--- src/hdl/vec_cache_mshr_pkg.sv ---
package vec_cache_mshr_pkg;

    // ------------------------------
    // sizes
    // ------------------------------
    localparam int MSHR_ENTRY_NUM       = 8;
    localparam int MSHR_ENTRY_IDX_WIDTH = 3;
    localparam int ADDR_WIDTH           = 32;
    localparam int TXNID_WIDTH          = 8;

    typedef logic [MSHR_ENTRY_IDX_WIDTH-1:0] mshr_idx_t;
    typedef logic [ADDR_WIDTH-1:0]           line_addr_t;
    typedef logic [TXNID_WIDTH-1:0]          txnid_t;

    // miss lifecycle of one entry
    typedef enum logic [2:0] {
        MSHR_IDLE      = 3'd0,
        MSHR_MISS_REQ  = 3'd1,
        MSHR_WAIT_FILL = 3'd2,
        MSHR_RD_REQ    = 3'd3,
        MSHR_WAIT_RD   = 3'd4
    } mshr_state_e;

    // update from tag pipe
    typedef struct packed {
        mshr_idx_t  alloc_idx;
        line_addr_t addr;
        txnid_t     txnid;
    } mshr_entry_t;

    // refill request to downstream
    typedef struct packed {
        line_addr_t addr;
        txnid_t     txnid;
        mshr_idx_t  rob_entry_id;
    } downstream_txreq_pld_t;

    // data ram read command
    typedef struct packed {
        line_addr_t addr;
        mshr_idx_t  entry_id;
    } dataram_rd_pld_t;

    // index to one-hot strobe, zero when en is low
    function automatic logic [MSHR_ENTRY_NUM-1:0] idx_onehot(input logic en, input mshr_idx_t idx);
        logic [MSHR_ENTRY_NUM-1:0] vec;
        vec      = '0;
        vec[idx] = en;
        return vec;
    endfunction

endpackage

--- src/hdl/mshr_dispatch.sv ---
module mshr_dispatch
    import vec_cache_mshr_pkg::*;
(
    input  logic                          clk               ,
    input  logic                          rst               ,

    input  logic [MSHR_ENTRY_NUM-1:0]     v_entry_active    ,

    output logic                          alloc_vld         ,
    output mshr_idx_t                     alloc_index       ,
    input  logic                          alloc_rdy         ,

    input  logic                          mshr_update_en    ,
    input  mshr_entry_t                   mshr_update_pld   ,
    input  logic                          linefill_done     ,
    input  mshr_idx_t                     linefill_done_idx ,
    input  logic                          rd_done           ,
    input  mshr_idx_t                     rd_done_idx       ,

    output logic [MSHR_ENTRY_NUM-1:0]     v_update_en       ,
    output logic [MSHR_ENTRY_NUM-1:0]     v_linefill_done   ,
    output logic [MSHR_ENTRY_NUM-1:0]     v_rd_done         ,
    output logic                          mshr_stall
);

    logic [MSHR_ENTRY_NUM-1:0] reserved_q;
    logic [MSHR_ENTRY_NUM-1:0] v_free;
    logic [MSHR_ENTRY_NUM-1:0] v_alloc_take;

    // ------------------------------
    // pre-allocation
    // ------------------------------
    // handed out but not yet written by the tag pipe
    assign v_free = ~v_entry_active & ~reserved_q;

    // lowest free index wins
    always_comb begin
        alloc_index = '0;
        for (int i = MSHR_ENTRY_NUM-1; i >= 0; i--) begin
            if (v_free[i]) begin
                alloc_index = mshr_idx_t'(i);
            end
        end
    end

    assign alloc_vld    = |v_free;
    assign mshr_stall   = ~alloc_vld;
    assign v_alloc_take = idx_onehot(alloc_vld && alloc_rdy, alloc_index);

    // update turns a reserved index into an active entry
    always_ff @(posedge clk) begin
        if (rst) begin
            reserved_q <= '0;
        end else begin
            reserved_q <= (reserved_q & ~v_update_en) | v_alloc_take;
        end
    end

    // ------------------------------
    // strobe decode
    // ------------------------------
    assign v_update_en     = idx_onehot(mshr_update_en, mshr_update_pld.alloc_idx);
    assign v_linefill_done = idx_onehot(linefill_done, linefill_done_idx);
    assign v_rd_done       = idx_onehot(rd_done, rd_done_idx);

endmodule

--- src/hdl/mshr_entry.sv ---
module mshr_entry
    import vec_cache_mshr_pkg::*;
(
    input  logic                    clk           ,
    input  logic                    rst           ,

    input  logic                    update_en     ,
    input  mshr_entry_t             update_pld    ,
    input  logic                    linefill_done ,
    input  logic                    rd_done       ,
    input  mshr_idx_t               entry_id      ,

    output logic                    entry_active  ,

    output logic                    ds_req_vld    ,
    output downstream_txreq_pld_t   ds_req_pld    ,
    input  logic                    ds_req_rdy    ,

    output logic                    rd_req_vld    ,
    output dataram_rd_pld_t         rd_req_pld    ,
    input  logic                    rd_req_rdy    ,

    output logic                    release_en
);

    mshr_state_e state_q;
    mshr_state_e state_d;
    line_addr_t  addr_q;
    txnid_t      txnid_q;

    // ------------------------------
    // state machine
    // ------------------------------
    always_comb begin
        state_d = state_q;
        case (state_q)
            MSHR_IDLE: begin
                if (update_en) begin
                    state_d = MSHR_MISS_REQ;
                end
            end
            MSHR_MISS_REQ: begin
                if (ds_req_rdy) begin
                    state_d = MSHR_WAIT_FILL;
                end
            end
            MSHR_WAIT_FILL: begin
                // strobes outside this state are dropped
                if (linefill_done) begin
                    state_d = MSHR_RD_REQ;
                end
            end
            MSHR_RD_REQ: begin
                if (rd_req_rdy) begin
                    state_d = MSHR_WAIT_RD;
                end
            end
            MSHR_WAIT_RD: begin
                if (rd_done) begin
                    state_d = MSHR_IDLE;
                end
            end
            default: begin
                state_d = MSHR_IDLE;
            end
        endcase
    end

    always_ff @(posedge clk) begin
        if (rst) begin
            state_q <= MSHR_IDLE;
        end else begin
            state_q <= state_d;
        end
    end

    // line address and txnid of the miss
    always_ff @(posedge clk) begin
        if (update_en && (state_q == MSHR_IDLE)) begin
            addr_q  <= update_pld.addr;
            txnid_q <= update_pld.txnid;
        end
    end

    // ------------------------------
    // requests and release
    // ------------------------------
    assign entry_active = (state_q != MSHR_IDLE);
    assign ds_req_vld   = (state_q == MSHR_MISS_REQ);
    assign rd_req_vld   = (state_q == MSHR_RD_REQ);

    // freed in the same cycle the read completes
    assign release_en   = (state_q == MSHR_WAIT_RD) && rd_done;

    assign ds_req_pld.addr         = addr_q;
    assign ds_req_pld.txnid        = txnid_q;
    assign ds_req_pld.rob_entry_id = entry_id;

    assign rd_req_pld.addr         = addr_q;
    assign rd_req_pld.entry_id     = entry_id;

endmodule

--- src/hdl/mshr_issue.sv ---
module mshr_issue
    import vec_cache_mshr_pkg::*;
(
    input  logic                          clk                       ,
    input  logic                          rst                       ,

    input  logic [MSHR_ENTRY_NUM-1:0]     v_ds_req_vld              ,
    input  downstream_txreq_pld_t         v_ds_req_pld [MSHR_ENTRY_NUM-1:0],
    output logic [MSHR_ENTRY_NUM-1:0]     v_ds_req_rdy              ,
    output logic                          downstream_txreq_vld      ,
    output downstream_txreq_pld_t         downstream_txreq_pld      ,
    input  logic                          downstream_txreq_rdy      ,

    input  logic [MSHR_ENTRY_NUM-1:0]     v_rd_req_vld              ,
    input  dataram_rd_pld_t               v_rd_req_pld [MSHR_ENTRY_NUM-1:0],
    output logic [MSHR_ENTRY_NUM-1:0]     v_rd_req_rdy              ,
    output logic                          dataram_rd_vld            ,
    output dataram_rd_pld_t               dataram_rd_pld            ,
    input  logic                          dataram_rdy               ,

    input  logic [MSHR_ENTRY_NUM-1:0]     v_release_en              ,
    output logic                          entry_release_vld         ,
    output mshr_idx_t                     entry_release_done_index
);

    mshr_idx_t ds_last_q;
    mshr_idx_t ds_hold_idx_q;
    logic      ds_hold_q;
    mshr_idx_t ds_sel;
    logic      ds_xfer;

    mshr_idx_t rd_last_q;
    mshr_idx_t rd_hold_idx_q;
    logic      rd_hold_q;
    mshr_idx_t rd_sel;
    logic      rd_xfer;

    // first requester after the last grant, wrapping
    function automatic mshr_idx_t rr_pick(input logic [MSHR_ENTRY_NUM-1:0] req,
                                          input mshr_idx_t last);
        mshr_idx_t idx;
        mshr_idx_t pick;
        pick = last;
        for (int k = MSHR_ENTRY_NUM; k >= 1; k--) begin
            idx = last + mshr_idx_t'(k);
            if (req[idx]) begin
                pick = idx;
            end
        end
        return pick;
    endfunction

    // ------------------------------
    // downstream refill request
    // ------------------------------
    // a stalled grant is held so the pld cannot change under back-pressure
    assign ds_sel               = ds_hold_q ? ds_hold_idx_q : rr_pick(v_ds_req_vld, ds_last_q);
    assign downstream_txreq_vld = |v_ds_req_vld;
    assign downstream_txreq_pld = v_ds_req_pld[ds_sel];
    assign ds_xfer              = downstream_txreq_vld && downstream_txreq_rdy;
    assign v_ds_req_rdy         = idx_onehot(ds_xfer, ds_sel);

    always_ff @(posedge clk) begin
        if (rst) begin
            ds_last_q <= mshr_idx_t'(MSHR_ENTRY_NUM-1);
            ds_hold_q <= 1'b0;
        end else begin
            ds_hold_q <= downstream_txreq_vld && !downstream_txreq_rdy;
            if (ds_xfer) begin
                ds_last_q <= ds_sel;
            end
        end
    end

    always_ff @(posedge clk) begin
        ds_hold_idx_q <= ds_sel;
    end

    // ------------------------------
    // data ram read
    // ------------------------------
    assign rd_sel         = rd_hold_q ? rd_hold_idx_q : rr_pick(v_rd_req_vld, rd_last_q);
    assign dataram_rd_vld = |v_rd_req_vld;
    assign dataram_rd_pld = v_rd_req_pld[rd_sel];
    assign rd_xfer        = dataram_rd_vld && dataram_rdy;
    assign v_rd_req_rdy   = idx_onehot(rd_xfer, rd_sel);

    always_ff @(posedge clk) begin
        if (rst) begin
            rd_last_q <= mshr_idx_t'(MSHR_ENTRY_NUM-1);
            rd_hold_q <= 1'b0;
        end else begin
            rd_hold_q <= dataram_rd_vld && !dataram_rdy;
            if (rd_xfer) begin
                rd_last_q <= rd_sel;
            end
        end
    end

    always_ff @(posedge clk) begin
        rd_hold_idx_q <= rd_sel;
    end

    // one-hot release to binary, one rd_done per cycle
    always_comb begin
        entry_release_done_index = '0;
        for (int i = 0; i < MSHR_ENTRY_NUM; i++) begin
            if (v_release_en[i]) begin
                entry_release_done_index = entry_release_done_index | mshr_idx_t'(i);
            end
        end
    end

    assign entry_release_vld = |v_release_en;

endmodule

--- src/hdl/vec_cache_mshr.sv ---
module vec_cache_mshr
    import vec_cache_mshr_pkg::*;
(
    input  logic                        clk                       ,
    input  logic                        rst                       ,

    // tag pipe
    output logic                        alloc_vld                 ,
    output mshr_idx_t                   alloc_index               ,
    input  logic                        alloc_rdy                 ,
    input  logic                        mshr_update_en            ,
    input  mshr_entry_t                 mshr_update_pld           ,

    // downstream
    output logic                        downstream_txreq_vld      ,
    output downstream_txreq_pld_t       downstream_txreq_pld      ,
    input  logic                        downstream_txreq_rdy      ,

    // data ram
    output logic                        dataram_rd_vld            ,
    output dataram_rd_pld_t             dataram_rd_pld            ,
    input  logic                        dataram_rdy               ,

    input  logic                        linefill_done             ,
    input  mshr_idx_t                   linefill_done_idx         ,
    input  logic                        rd_done                   ,
    input  mshr_idx_t                   rd_done_idx               ,

    output logic                        entry_release_vld         ,
    output mshr_idx_t                   entry_release_done_index  ,
    output logic                        mshr_stall
);

    logic [MSHR_ENTRY_NUM-1:0]  v_entry_active;
    logic [MSHR_ENTRY_NUM-1:0]  v_update_en;
    logic [MSHR_ENTRY_NUM-1:0]  v_linefill_done;
    logic [MSHR_ENTRY_NUM-1:0]  v_rd_done;

    logic [MSHR_ENTRY_NUM-1:0]  v_ds_req_vld;
    downstream_txreq_pld_t      v_ds_req_pld [MSHR_ENTRY_NUM-1:0];
    logic [MSHR_ENTRY_NUM-1:0]  v_ds_req_rdy;

    logic [MSHR_ENTRY_NUM-1:0]  v_rd_req_vld;
    dataram_rd_pld_t            v_rd_req_pld [MSHR_ENTRY_NUM-1:0];
    logic [MSHR_ENTRY_NUM-1:0]  v_rd_req_rdy;

    logic [MSHR_ENTRY_NUM-1:0]  v_release_en;

    mshr_dispatch u_dispatch (
        .clk               (clk               ),
        .rst               (rst               ),
        .v_entry_active    (v_entry_active    ),
        .alloc_vld         (alloc_vld         ),
        .alloc_index       (alloc_index       ),
        .alloc_rdy         (alloc_rdy         ),
        .mshr_update_en    (mshr_update_en    ),
        .mshr_update_pld   (mshr_update_pld   ),
        .linefill_done     (linefill_done     ),
        .linefill_done_idx (linefill_done_idx ),
        .rd_done           (rd_done           ),
        .rd_done_idx       (rd_done_idx       ),
        .v_update_en       (v_update_en       ),
        .v_linefill_done   (v_linefill_done   ),
        .v_rd_done         (v_rd_done         ),
        .mshr_stall        (mshr_stall        ));

    // all entries see the same payload, the strobe picks one
    generate
        for (genvar i = 0; i < MSHR_ENTRY_NUM; i++) begin : MSHR_ENTRY_ARRAY
            mshr_entry u_mshr_entry (
                .clk           (clk                 ),
                .rst           (rst                 ),
                .update_en     (v_update_en[i]      ),
                .update_pld    (mshr_update_pld     ),
                .linefill_done (v_linefill_done[i]  ),
                .rd_done       (v_rd_done[i]        ),
                .entry_id      (mshr_idx_t'(i)      ),
                .entry_active  (v_entry_active[i]   ),
                .ds_req_vld    (v_ds_req_vld[i]     ),
                .ds_req_pld    (v_ds_req_pld[i]     ),
                .ds_req_rdy    (v_ds_req_rdy[i]     ),
                .rd_req_vld    (v_rd_req_vld[i]     ),
                .rd_req_pld    (v_rd_req_pld[i]     ),
                .rd_req_rdy    (v_rd_req_rdy[i]     ),
                .release_en    (v_release_en[i]     ));
        end
    endgenerate

    mshr_issue u_issue (
        .clk                      (clk                      ),
        .rst                      (rst                      ),
        .v_ds_req_vld             (v_ds_req_vld             ),
        .v_ds_req_pld             (v_ds_req_pld             ),
        .v_ds_req_rdy             (v_ds_req_rdy             ),
        .downstream_txreq_vld     (downstream_txreq_vld     ),
        .downstream_txreq_pld     (downstream_txreq_pld     ),
        .downstream_txreq_rdy     (downstream_txreq_rdy     ),
        .v_rd_req_vld             (v_rd_req_vld             ),
        .v_rd_req_pld             (v_rd_req_pld             ),
        .v_rd_req_rdy             (v_rd_req_rdy             ),
        .dataram_rd_vld           (dataram_rd_vld           ),
        .dataram_rd_pld           (dataram_rd_pld           ),
        .dataram_rdy              (dataram_rdy              ),
        .v_release_en             (v_release_en             ),
        .entry_release_vld        (entry_release_vld        ),
        .entry_release_done_index (entry_release_done_index ));

endmodule

--- config.mk ---
export PLATFORM = sky130hd
export DESIGN_NAME = vec_cache_mshr
export DESIGN_NICKNAME = d
export VERILOG_FILES = /design/src/hdl/vec_cache_mshr_pkg.sv /design/src/hdl/mshr_dispatch.sv /design/src/hdl/mshr_entry.sv /design/src/hdl/mshr_issue.sv /design/src/hdl/vec_cache_mshr.sv
export SDC_FILE = /design/constraint.sdc
export NUM_CORES = 1
export LEC_CHECK = 0
export BUFFER_PORTS_ARGS = -buffer_cell sky130_fd_sc_hd__buf_2
export CAP_MARGIN = 0
export CELL_PAD_IN_SITES_DETAIL_PLACEMENT = 1
export CELL_PAD_IN_SITES_GLOBAL_PLACEMENT = 1
export CORE_MARGIN = 10
export CORE_UTILIZATION = 45
export DETAILED_ROUTE_END_ITERATION = 8
export PLACE_DENSITY_LB_ADDON = 0.1
export SLEW_MARGIN = 5
export SYNTH_ARGS = -nofsm -noshare
export SYNTH_HDL_FRONTEND = slang
export SYNTH_HIERARCHICAL = 1
export SYNTH_SLANG_ARGS = --single-unit
--- constraint.sdc ---
create_clock -name clk -period 8 [get_ports clk]
set_input_delay 0.8 -clock clk [delete_from_list [all_inputs] [get_ports clk]]
set_output_delay 0.8 -clock clk [all_outputs]
set_load 0.005 [all_outputs]
Word-level counts from Yosys, hierarchy flattened
Index checks and enable logic that the tools add are counted.
W data, S select, Z words.
{"block": "classes", "add_sub_neg": 14, "magnitude_cmp": 26, "n_eq_ne": 72, "muxes": 123, "bitwise_logic": 13, "reduce_logical": 57}
{"op": "$mux W3", "n": 68}
{"op": "$bmux W43 S3", "n": 1}
{"op": "$pmux W3 S5", "n": 8}
{"op": "$bmux W35 S3", "n": 1}
{"op": "$lt A3 B4 Y1 const B", "n": 20}
{"op": "$and A8 B8 Y8", "n": 8}
{"op": "$eq A3 B2 Y1 const B", "n": 16}
{"op": "$ne A2 B2 Y1 const B", "n": 24}
{"op": "$mux W43", "n": 1}
{"op": "$bmux W1 S3", "n": 14}
{"op": "$reduce_and A5 Y1", "n": 8}
{"op": "$mux W35", "n": 1}
{"op": "$ne A2 B1 Y1 const B", "n": 16}
{"op": "$reduce_or A8 Y1", "n": 4}
{"op": "$logic_and A1 B1 Y1", "n": 27}
{"op": "$add A3 B3 Y3 const B", "n": 8}
{"op": "$eq A3 B1 Y1 const B", "n": 8}
{"op": "$eq A3 B3 Y1 const B", "n": 8}
{"op": "$logic_not A3 Y1", "n": 8}
{"op": "$not A8 Y8", "n": 3}
{"op": "$reduce_bool A3 Y1", "n": 8}
{"op": "$mux W1", "n": 21}
{"op": "$demux W1 S3", "n": 6}
{"op": "$ge A3 B1 Y1 const B", "n": 6}
{"op": "6 further kinds", "n": 12}
{"block": "word_totals", "reg_bits": 366, "input_bits": 57, "wordCells": 336}

Longest topological paths before layout
Gate-level depths: netlist of run 1.
{"block": "logic_depth", "depth_word": 18, "ltp_mapped": 21, "mapped_depth_nobuf": 15}

By module
Netlist of run 1, hierarchy kept.
{"mod": "mshr_entry", "instances": 8, "cells_each": 98, "area_per_inst_um2": 1665.3}
{"mod": "mshr_issue", "instances": 1, "cells_each": 903, "area_per_inst_um2": 7679.9}
{"mod": "mshr_dispatch", "instances": 1, "cells_each": 93, "area_per_inst_um2": 626.9}
{"mod": "vec_cache_mshr", "instances": 1, "cells_each": 2, "area_per_inst_um2": 7.5}

Worst setup path before layout of run 1
Ideal clock, no wire load.
{"block": "synth_path", "path_type": "register -> output", "from": "reg u_issue.ds_last_q[1]", "to": "out downstream_txreq_pld[37] (netlist bit)", "t_arrival_ns": 3.906, "t_required_ns": 7.200, "setup_slack_ns": 3.294, "path_stages_with_launch": 17, "n_path_buf": 5, "path_cell_list": "dfxtp_1 -> buf_4 -> clkbuf_1 -> inv_1 -> ha_1 -> clkbuf_1 -> mux4_2 -> mux2_4 -> nor2b_1 -> a2111oi_1 -> o31ai_2 -> nand2_2 -> buf_6 -> buf_6 -> mux2i_1 -> mux2i_1 -> mux2_2"}
{"item": "start: declaration", "line_no": "mshr_issue.sv:26", "source": "mshr_idx_t ds_last_q;"}
{"item": "start signal: assignment", "line_no": "mshr_issue.sv:65", "source": "ds_last_q <= mshr_idx_t'(MSHR_ENTRY_NUM-1);"}
{"item": "start signal: assignment", "line_no": "mshr_issue.sv:70", "source": "ds_last_q <= ds_sel;"}
{"item": "end: declaration", "line_no": "vec_cache_mshr.sv:16", "source": "output downstream_txreq_pld_t downstream_txreq_pld ,"}

==> results of run 1 <==
-- logic make-up (layout without fill, tap and decap cells) --
kind of cell	Yosys count	count (layout)	synth area share, %
other	2	49	0.0347
buffers and inverters	442	296	13.6
multiplexers	441	441	22.5
adder cells (fa/ha/maj)	4	4	0.231
XOR/XNOR	8	8	0.324
AO/OA/AOI/OAI	213	213	7.39
AND/OR/NAND/NOR	306	306	7.21
flip-flops	366	366	48.7
-- registers in the layout, summed over array words and instances (netlist names) --
signal and flops:
MSHR_ENTRY_ARRAY.u_mshr_entry/addr_q 256, MSHR_ENTRY_ARRAY.u_mshr_entry/state_q 24, MSHR_ENTRY_ARRAY.u_mshr_entry/txnid_q 64, u_dispatch/reserved_q 8, u_issue/ds_hold_idx_q 3, u_issue/ds_hold_q 1
u_issue/ds_last_q 3, u_issue/rd_hold_idx_q 3, u_issue/rd_hold_q 1, u_issue/rd_last_q 3
-- routing by layer --
metal / GRT usage, % / wire length, µm / vias up
li1: - / - / 6031
met1: 24.7 / 24700 / 6639
met2: 32.5 / 27000 / 231
met3: 3.05 / 2220 / 85
met4: 6.75 / 1570 / 4
met5: 0 / 14 / -
-- worst max path at each step --
stage / depth (start not counted) / slack (ns) / endpoint
after global routing: 13 / 0.69 / downstream_txreq_pld[26]
after floorplan: 16 / 3.29 / downstream_txreq_pld[37]
after detailed placement: 13 / 1.78 / downstream_txreq_pld[26]
after CTS: 13 / 1.13 / downstream_txreq_pld[26]
after global placement: 13 / 1.89 / downstream_txreq_pld[16]
final: 13 / 1.19 / downstream_txreq_pld[16]
-- cells in the mapped netlist, types with 6 or more instances --
| master | instances |
|---|---|
| mux2i_1 | 358 |
| edfxtp_1 | 320 |
| buf_4 | 308 |
| nand2_1 | 107 |
| nor2_1 | 77 |
| a21oi_1 | 61 |
| mux2_2 | 49 |
| inv_1 | 47 |
| dfxtp_1 | 46 |
| a221oi_1 | 40 |
| buf_2 | 40 |
| mux4_2 | 31 |
| a32oi_1 | 25 |
| clkbuf_1 | 24 |
| nor3_1 | 21 |
| a21o_1 | 19 |
| a22o_1 | 19 |
| and3b_2 | 16 |
| nand2b_1 | 13 |
| buf_6 | 11 |
| nor3b_1 | 11 |
| and3_1 | 10 |
| nand3_1 | 8 |
| nor3_2 | 8 |
| nor4_1 | 8 |
| o32ai_1 | 8 |
| or3_2 | 8 |
| buf_1 | 7 |
| and2_1 | 6 |
-- worst max-delay path: cells and delay by family (launching register included) --
family	cells	cell delay, ns
multiplexers	5	1.44
buffers and inverters	3	0.97
AND/OR/NAND/NOR	2	0.90
flip-flops	1	0.76
AO/OA/AOI/OAI	2	0.68
adder cells (fa/ha/maj)	1	0.64
-- metrics by stage --
stage / setup slack, ns / power, mW / util (%)
3_5_place_dp: 1.78 / 3.73 / 43.8
2_1_floorplan: 3.29 / 3.33 / -
4_1_cts: 1.13 / 5.75 / 46.8
3_3_place_gp: 1.89 / 3.71 / 43.8
6_report: 1.19 / 5.67 / 46.8
5_1_grt: 0.687 / 5.92 / 46.8
-- final cells by class --
type                       instances  area, µm²
fill                            4931      25300
sequential                       366      10500
multi-input combinational       1020       8450
clock buffer                      52       1150
timing repair buffer             167        928
tap                              615        769
clock inverter                    26        279
inverter                          51        191
antenna                            1       2.50
-- power by group through the flow --
stage               combinational [mW]  clock, mW  sequential, mW
floorplan                         1.15          0            2.18
global placement                  1.52          0            2.19
CTS                               1.55       2.05            2.15
global route                      1.63       2.13            2.15
finish                            1.51       2.00            2.15
detailed placement                1.54          0            2.19
==> results.md, run 1 <==
- Sequential fraction of the synthesis area: 48.7%
- Most common cell after layout, fill and taps aside: mux2i_1
- GRT Residual Overflow: 0
- Layout cells sized above 1: 21.8%
- Placeable Area: 0.0476 mm²
- Internal power: roughly 4.0 mW
- Peak VDD IR: 0.269 mV
- I/O pin count: 146
- Worst-margin pin slew: around 1.1 ns
- Worst Path Required: 7.20 ns
- CTS Sinks: 366
- Cell Chain, Critical Path: inv_1 > ha_1 > mux4_2 > mux2_4 > nor2b_1 > a2111oi_1 > o31ai_2 > nand2_8 > buf_4 > mux2i_1 > mux2i_1 > mux2_2 > buf_2
- RSZ-0062 raised after global routing: false
- Max frequency: 0.147 GHz
- CP max-delay cell: dfxtp_1
- Drt pass-1 iters: 5
- Detailed-route via count: 13000
- Post-synth ARST share: 0%
- Post-synth EDFFs: 320
- Placer Congestion: between 0.8 and 0.9
- DP HPWL: about 34 mm
- Hold path start: mshr_update_pld[12]
- Main synth FF type: edfxtp_1
- Unique masters post-synth: 66
- Avg Inst Size Synth: 12.1 µm²
- Worst setup path start: u_issue/ds_last_q[0]$_SDFFE_PP1P_
- Most frequent CP cell: mux2i_1
- Syn Std Cell Area: 0.0216 mm²
- Non-Filler Instances: 2298
- P_leak: between 8 and 9 nW
- Max Slew Vio Count: 0
- Status: finished, final reports clean
- Maximum fanout along the worst path: 95
- FF-to-FF path depth: 14
- Residual DRC count: 0
- CTS tree: done
- Post-CTS Repair Setup Buffers: 0
- Clock Tree Root: clkbuf_16
- PostCTS Resize Cnt: 0
- Worst r2r src: u_issue/rd_last_q[1]$_SDFFE_PP1P_
- Layout Skew: 0.0238 ns
- Endpoint, Worst Hold: MSHR_ENTRY_ARRAY[5].u_mshr_entry/addr_q[4]$_DFFE_PP_
- Placed Cells: 2219
- Area Growth Syn to Fin: 3.10%
- H-Tree Depth: 2
- TritonCTS Buffers: 43
- Comb pwr share: between 20% and 30%
- Max cap viols: 0
- Clk buf depth: 3
- Setup-failing EPs final: 0
- Type of origin of the critical path: flip-flop
- Design area: 0.0223 mm²
- Hold Slack: 0.501 ns
- Die H: 239 µm
- Antenna Violating Nets Remaining: 0
- Worst hold path class: in2reg
- Worst-Skew Late Latency: 0.57 ns
- Period utilization: between 80% and 90%
- Pin count of the biggest net entering global routing: 96
- Clock power frac: 35.4%
- Gr usage total: 19.3%
- Most frequent cells in the layout: 358 x mux2i_1, 320 x edfxtp_1, 145 x buf_2, 107 x nand2_1, 67 x nor2_1
- Worst R2R Setup Slack: ~2.8 ns
- Hold Path Stages: 1
- Via count of the first global-routing pass: 14000
- Hold Vio Cnt, Final: 0
- Yosys top cell by area: edfxtp_1
- Die ar.: 0.0573 mm²
- Area contributors post-synth: edfxtp_1 44%, mux2i_1 17%, buf_4 11%, dfxtp_1 4.3%, mux4_2 3.2%
- Register share of total power: 37.9%
- Clock-pin transition on the worst setup and hold timing paths: 0.06 ns
- # nets final: approximately 1700
- Initial Utilization: between 40% and 50%
- DR WL/cell: 24.2 µm
- Worst path arrival time: 6.01 ns
- Area share of the largest cell type after synthesis: 44.4%
- Initial antenna violation count: 5
- Min Tclk post-route: 6.81 ns
- Initial DRC count: 652
- Die Wd: 239 µm
- Placed Area: roughly 0.021 mm²
- CP Class: reg2out
- Reg2reg end: MSHR_ENTRY_ARRAY[6].u_mshr_entry/state_q[0]$_SDFFE_PP0P_
- Num rows: 80
- CTS Hold Bufs: 0
- Max-slew headroom: 25.7%
- PortBufs: 145
- First-pass GRT wire length: 84.9 mm
- Power per standard cell area: approximately 250 mW/mm²
- Cells after Synth: 1782
- NetSw: between 1.5 and 2 mW
- Synthesis warning total: 6
- DRT Wirelength: 55.5 mm
- Vias/cell: 5.65
- Setup TNS: 0 ns
- Critical Path End Type: output pin
- Sw Ratio: 28.6%
- FF+latch count, synth: between 300 and 400
- Max incr delay on CP: roughly 0.76 ns
(Power assumes the default switching activity.)
==> run 2, diff against run 1 <==
Settings changed: MAX_ROUTING_LAYER set to met4.
==> results.md, run 2 (synthesis gave the netlist of run 1 again) <==
- Status: finished, final reports clean (unchanged)
- CTS Hold Bufs: 0 (unchanged)
- Worst-Skew Late Latency: 0.57 ns (about the same)
- Initial Utilization: 45.4% (unchanged)
- Internal power: 4.05 mW (was 4.04 mW)
- Period utilization: 85.6% (was 85.2%)
- Worst r2r src: u_issue/ds_last_q[0]$_SDFFE_PP1P_ (was u_issue/rd_last_q[1]$_SDFFE_PP1P_)
- Most frequent CP cell: mux2i_1 (unchanged)
- RSZ-0062 raised after global routing: false (unchanged)
- Vias/cell: 5.66 (was 5.65)
- Max Slew Vio Count: 0 (unchanged)
- Peak VDD IR: 0.269 mV (about the same)
- PostCTS Resize Cnt: 0 (unchanged)
- Sw Ratio: 28.6% (about the same)
- Min Tclk post-route: 6.85 ns (was 6.81 ns)
- Largest registers: MSHR_ENTRY_ARRAY.u_mshr_entry/addr_q (256), MSHR_ENTRY_ARRAY.u_mshr_entry/txnid_q (64), MSHR_ENTRY_ARRAY.u_mshr_entry/state_q (24) (unchanged)
- Initial DRC count: 622 (was 652)
- Detailed-route via count: 13000 (about the same)
- Placeable Area: 0.0476 mm² (unchanged)
- H-Tree Depth: 2 (unchanged)
- Worst Path Required: 7.20 ns (about the same)
- Area Growth Syn to Fin: 3.12% (was 3.10%)
- DP HPWL: 33.9 mm (unchanged)
- Die H: 239 µm (unchanged)
- Worst hold path class: in2reg (unchanged)
- Maximum fanout along the worst path: 95 (unchanged)
- Residual DRC count: 0 (unchanged)
- Layout cells sized above 1: 21.8% (unchanged)
- Cell Chain, Critical Path: inv_1 > ha_1 > mux4_2 > mux2_4 > nor2b_1 > a2111oi_1 > o31ai_2 > nand2_8 > buf_4 > mux2i_1 > mux2i_1 > mux2_2 > buf_2 (unchanged)
- Most common cell after layout, fill and taps aside: mux2i_1 (unchanged)
- Register share of total power: 37.9% (about the same)
- Final core utilization: 46.8% (about the same)
- # nets final: 1710 (unchanged)
- Clk buf depth: 3 (unchanged)
- Setup-failing EPs final: 0 (unchanged)
- DRT Wirelength: 55.4 mm (was 55.5 mm)
- Comb pwr share: 26.7% (about the same)
- Max incr delay on CP: 0.76 ns (about the same)
- Hold path start: downstream_txreq_rdy (was mshr_update_pld[12])
- Gr usage total: 19.8% (was 19.3%)
- Power per standard cell area: 254 mW/mm² (about the same)
- NetSw: 1.62 mW (about the same)
- DR WL/cell: 24.1 µm (was 24.2 µm)
- Max cap viols: 0 (unchanged)
- Clock Tree Root: clkbuf_16 (unchanged)
- Drt pass-1 iters: 5 (unchanged)
- Die Wd: 239 µm (unchanged)
- Clock-pin transition on the worst setup and hold timing paths: 0.06 ns (about the same)
- Layout Skew: 0.0238 ns (about the same)
- Max-slew headroom: 24.2% (was 25.7%)
- Via count of the first global-routing pass: 14000 (about the same)
- Most frequent cells in the layout: 358 x mux2i_1, 320 x edfxtp_1, 145 x buf_2, 107 x nand2_1, 67 x nor2_1 (unchanged)
- Antenna Violating Nets Remaining: 0 (unchanged)
- P_leak: 8.63 nW (about the same)
- Placer Congestion: 0.836 (was 0.824)
- Worst setup path start: u_issue/ds_last_q[0]$_SDFFE_PP1P_ (unchanged)
- CP Class: reg2out (unchanged)
- Die ar.: 0.0573 mm² (unchanged)
- First-pass GRT wire length: 84.9 mm (about the same)
- Pin count of the biggest net entering global routing: 96 (unchanged)
- Max frequency: 0.146 GHz (was 0.147 GHz)
- CTS Sinks: 366 (unchanged)
- CTS tree: done (unchanged)
- Critical Path End Type: output pin (unchanged)
- Clock power frac: 35.3% (was 35.4%)
- Num rows: 80 (unchanged)
- PortBufs: 145 (unchanged)
- Setup TNS: 0 ns (unchanged)
- Worst Path Buf+Inv: 3 (unchanged)
- Fillers: 4929 (was 4931)
- GRT Residual Overflow: 0 (unchanged)
- I/O pin count: 146 (unchanged)
- Worst-margin pin slew: 1.13 ns (was 1.11 ns)
- Largest register FFs: 256 (unchanged)
- Kind of cell adding the most delay to the critical path: multiplexers (unchanged)
- Worst path arrival time: 6.05 ns (was 6.01 ns)
- Hold Vio Cnt, Final: 0 (unchanged)
- Post-CTS Repair Setup Buffers: 0 (unchanged)
- TritonCTS Buffers: 43 (unchanged)
- Top reg by flops: MSHR_ENTRY_ARRAY.u_mshr_entry/addr_q (unchanged)
- Type of origin of the critical path: flip-flop (unchanged)
- Initial antenna violation count: 5 (unchanged)
- CP max-delay cell: dfxtp_1 (unchanged)
run 2: worst register-to-register path, stage by stage (launching register included):
cell,delay (ns)
dfxtp_1,0.76
inv_1,0.28
ha_1,0.65
mux4_2,0.46
mux2_1,0.42
a2111oi_4,0.21
o211ai_1,0.15
o31ai_2,0.45
nand2_8,0.67
and3_1,0.53
mux4_2,0.48
nor3_2,0.11
run 2: cell type report:
class	count	area [µm²]	area share, %
antenna	3	7.51	0.0336
inverter	51	191	0.858
multi-input combinational	1020	8450	37.9
sequential	366	10500	47.2
clock buffer	52	1150	5.16
tap	615	769	3.45
timing repair buffer	167	928	4.16
clock inverter	26	279	1.25
run 2: worst paths after layout:
check / endpoint / slack [ns] / depth (start not counted)
worst max-delay path: downstream_txreq_pld[42] / 1.15 / 13
worst min-delay path: u_issue/ds_hold_q$_SDFF_PP0_ / 0.50 / 2
worst max register to register: MSHR_ENTRY_ARRAY[6].u_mshr_entry/state_q[0]$_SDFFE_PP0P_ / 2.74 / 11
worst min register to register: u_dispatch/reserved_q[4]$_SDFF_PP0_ / 0.50 / 2
run 2: per-layer routing:
metal | GRT usage [%] | part of all wire, % | vias to the layer above
li1 | - | - | 6048
met1 | 24.8 | 45 | 6667
met2 | 32.5 | 49 | 221
met3 | 2.86 | 3.5 | 86
met4 | 6.75 | 2.8 | 0
met5 | - | 0 | -
run 2: power groups by stage:
stage               logic (mW)  registers, mW  clock network (mW)
floorplan                 1.15           2.18                   0
global placement          1.52           2.19                   0
detailed placement        1.54           2.19                   0
CTS                       1.55           2.15                2.05
global route              1.63           2.15                2.13
finish                    1.51           2.15                2.00
run 2: through the flow:
stage               setup WS [ns]  std cells  hold slack (ns)  instance area, µm²  total power [mW]
floorplan                    3.29       1828            0.467               21800              3.33
global placement             1.89       2219            0.482               20900              3.71
detailed placement           1.78       2219            0.493               20900              3.73
CTS                          1.13       2297            0.461               22300              5.75
global route                0.668       2300            0.493               22300              5.92
finish                       1.15       2300            0.500               22300              5.67
==> run 3, diff against run 2 <==
Settings changed: CELL_PAD_IN_SITES_DETAIL_PLACEMENT 1 to unset, CELL_PAD_IN_SITES_GLOBAL_PLACEMENT 1 to unset, PLACE_DENSITY_LB_ADDON 0.1 to unset, SETUP_SLACK_MARGIN set to 0.15.
Clock period 8 ns to 5.9 ns, I/O delays scaled along.
==> results.md, run 3 (synthesis gave the netlist of run 1 again) <==
- Status: finished, final reports clean (unchanged)
- Hold Slack: 0.214 ns (was 0.500 ns)
- Worst r2r src: u_issue/rd_last_q[0]$_SDFFE_PP1P_ (was u_issue/ds_last_q[0]$_SDFFE_PP1P_)
- Hold path start: downstream_txreq_rdy (unchanged)
- Cell Chain, Critical Path: nor3b_1 > mux4_2 > mux2_2 > nor2b_1 > a2111oi_1 > o31ai_2 > nand2_8 > buf_12 > mux2i_1 > mux2i_1 > mux2_2 > buf_2 (was inv_1 > ha_1 > mux4_2 > mux2_4 > nor2b_1 > a2111oi_1 > o31ai_2 > nand2_8 > buf_4 > mux2i_1 > mux2i_1 > mux2_2 > buf_2)
- Layout cells sized above 1: 23.0% (was 21.8%)
- TritonCTS Buffers: 42 (was 43)
- Worst R2R Setup Slack: 1.27 ns (was 2.74 ns)
- Die ar.: 0.0573 mm² (unchanged)
- Non-Filler Instances: 2322 (was 2300)
- Power per standard cell area: 333 mW/mm² (was 254 mW/mm²)
- Endpoint, Worst Hold: u_issue/ds_hold_q$_SDFF_PP0_ (unchanged)
- Type of origin of the critical path: flip-flop (unchanged)
- Detailed-route via count: 13100 (was 13000)
- Maximum fanout along the worst path: 49 (was 95)
- Worst Path Buf+Inv: 2 (was 3)
- H-Tree Depth: 2 (unchanged)
- Die H: 239 µm (unchanged)
- Power after layout: 7.45 mW (was 5.67 mW)
- DP HPWL: 31.6 mm (was 33.9 mm)
- Vias/cell: 5.63 (was 5.66)
- CP Class: reg2out (unchanged)
- Setup-failing EPs final: 0 (unchanged)
- # nets final: 1729 (was 1710)
- Worst path arrival time: 5.05 ns (was 6.05 ns)
- DR WL/cell: 22.0 µm (was 24.1 µm)
- RSZ-0062 raised after global routing: false (unchanged)
- Most frequent cells in the layout: 358 x mux2i_1, 320 x edfxtp_1, 145 x buf_2, 107 x nand2_1, 67 x nor2_1 (unchanged)
- GRT Residual Overflow: 0 (unchanged)
- First-pass GRT wire length: 76.1 mm (was 84.9 mm)
- Max Slew Vio Count: 0 (unchanged)
- Drt pass-1 iters: 5 (unchanged)
- Worst-margin pin slew: 1.04 ns (was 1.13 ns)
- Top reg by flops: MSHR_ENTRY_ARRAY.u_mshr_entry/addr_q (unchanged)
- Period utilization: 95.7%
- Layout Skew: 0.0173 ns (was 0.0238 ns)
- Num rows: 80 (unchanged)
- Via count of the first global-routing pass: 12900 (was 14000)
- P_leak: 8.66 nW (was 8.63 nW)
- Worst hold path class: in2reg (unchanged)
- Critical Path End Type: output pin (unchanged)
- Clk buf depth: 3 (unchanged)
- Gr usage total: 17.8% (was 19.8%)
- FF-to-FF path depth: 14 (was 11)
- Initial antenna violation count: 7 (was 5)
- Pin count of the biggest net entering global routing: 72 (was 96)
- Peak VDD IR: 0.213 mV (was 0.269 mV)
- Initial Utilization: 45.4% (unchanged)
- Antenna Violating Nets Remaining: 0 (unchanged)
- Worst-Skew Late Latency: 0.57 ns (about the same)
- Max cap viols: 0 (unchanged)
- Clock Tree Root: clkbuf_16 (unchanged)
- I/O pin count: 146 (unchanged)
- CTS tree: done (unchanged)
- Clock-pin transition on the worst setup and hold timing paths: 0.06 ns (about the same)
- Die Wd: 239 µm (unchanged)
- Max frequency: around 0.18 GHz
- Initial DRC count: 1092 (was 622)
- CTS Sinks: 366 (unchanged)
- Min Tclk post-route: 5.64 ns
- Reg2reg end: MSHR_ENTRY_ARRAY[0].u_mshr_entry/state_q[0]$_SDFFE_PP0P_ (was MSHR_ENTRY_ARRAY[6].u_mshr_entry/state_q[0]$_SDFFE_PP0P_)
- DRT Wirelength: 51.1 mm (was 55.4 mm)
- Placed Cells: 2238 (was 2219)
- Max-slew headroom: 30.2% (was 24.2%)
- Most common cell after layout, fill and taps aside: mux2i_1 (unchanged)
- Largest register FFs: 256 (unchanged)
- Placeable Area: 0.0476 mm² (unchanged)
- Hold Vio Cnt, Final: 0 (unchanged)
- PortBufs: 145 (unchanged)
- Kind of cell adding the most delay to the critical path: multiplexers (unchanged)
- Final setup margin: 0.256 ns (was 1.15 ns)
- Worst Path Required: 5.31 ns (was 7.20 ns)
- Max incr delay on CP: 0.87 ns (was 0.76 ns)
- Placer Congestion: 0.873 (was 0.836)
- CTS Hold Bufs: 0 (unchanged)
- Area Growth Syn to Fin: 3.43% (was 3.12%)
- Largest registers: MSHR_ENTRY_ARRAY.u_mshr_entry/addr_q (256), MSHR_ENTRY_ARRAY.u_mshr_entry/txnid_q (64), MSHR_ENTRY_ARRAY.u_mshr_entry/state_q (24) (unchanged)
- Hold Path Stages: 2 (unchanged)
- CP max-delay cell: nor3b_1 (was dfxtp_1)
- Residual DRC count: 0 (unchanged)
- Dpl ws: 0.957 ns (was 1.78 ns)
- Setup TNS: 0 ns (unchanged)
[run 3: cell types whose count changed in the layout (fill, tap and decap cells not counted), sizes merged]
cell | before | now
buf | 167 | 186
clkinvlp | 0 | 7
bufinv | 6 | 1
clkbuf | 52 | 47
diode | 3 | 7
inv | 52 | 56
clkinv | 19 | 16
a31o | 1 | 2
[run 3: final cells by class]
type | count | area [µm²]
diodes | 7 | 17.5
clock buffers | 47 | 1070
clock inverters | 29 | 236
fillers | 4231 | 25300
inverters | 51 | 191
multi-input cells | 1021 | 8450
flip-flops and latches | 366 | 10500
well taps | 615 | 769
repair buffers | 186 | 1110
[run 3: worst max-delay path by stage]
stage / start / end / slack (ns) / depth (start not counted)
finish: MSHR_ENTRY_ARRAY[3].u_mshr_entry/state_q[0]$_SDFFE_PP0P_ / downstream_txreq_pld[12] / 0.26 / 12
global route: MSHR_ENTRY_ARRAY[3].u_mshr_entry/state_q[0]$_SDFFE_PP0P_ / downstream_txreq_pld[7] / 0.15 / 12
CTS: MSHR_ENTRY_ARRAY[3].u_mshr_entry/state_q[0]$_SDFFE_PP0P_ / downstream_txreq_pld[14] / 0.32 / 12
detailed placement: MSHR_ENTRY_ARRAY[3].u_mshr_entry/state_q[0]$_SDFFE_PP0P_ / downstream_txreq_pld[12] / 0.96 / 12
global placement: MSHR_ENTRY_ARRAY[3].u_mshr_entry/state_q[0]$_SDFFE_PP0P_ / downstream_txreq_pld[7] / 0.98 / 12
floorplan: u_issue/ds_last_q[1]$_SDFFE_PP1P_ / downstream_txreq_pld[37] / 1.40 / 16
[run 3: repair_timing]
item / in CTS / in global routing
setup buffers: 0 / 0
hold endpoints to repair: 0 / 0
endpoints found under the setup margin: 0 / 7
resized for setup: 0 / 1
[run 3: where the power goes]
part	internal (mW)	switching, mW	leakage, nW
Sequential	2.88	0.0309	3.28
Combinational	0.986	1.10	4.76
Clock	1.38	1.08	0.624
[run 3: metrics by stage]
stage / utilization, % / cell area [µm²]
4_1_cts: 46.9 / 22400
6_report: 47.0 / 22400
3_5_place_dp: 44.2 / 21000
5_1_grt: 47.0 / 22400
3_3_place_gp: 44.2 / 21000
2_1_floorplan: - / 21800
[run 3: layer usage]
metal	up-vias	GRT usage (%)	part of all wire, %
li1	6087	-	-
met5	-	-	0
met4	0	4.63	2.1
met2	381	28.8	48
met1	6523	22.3	44
met3	72	3.65	5.9
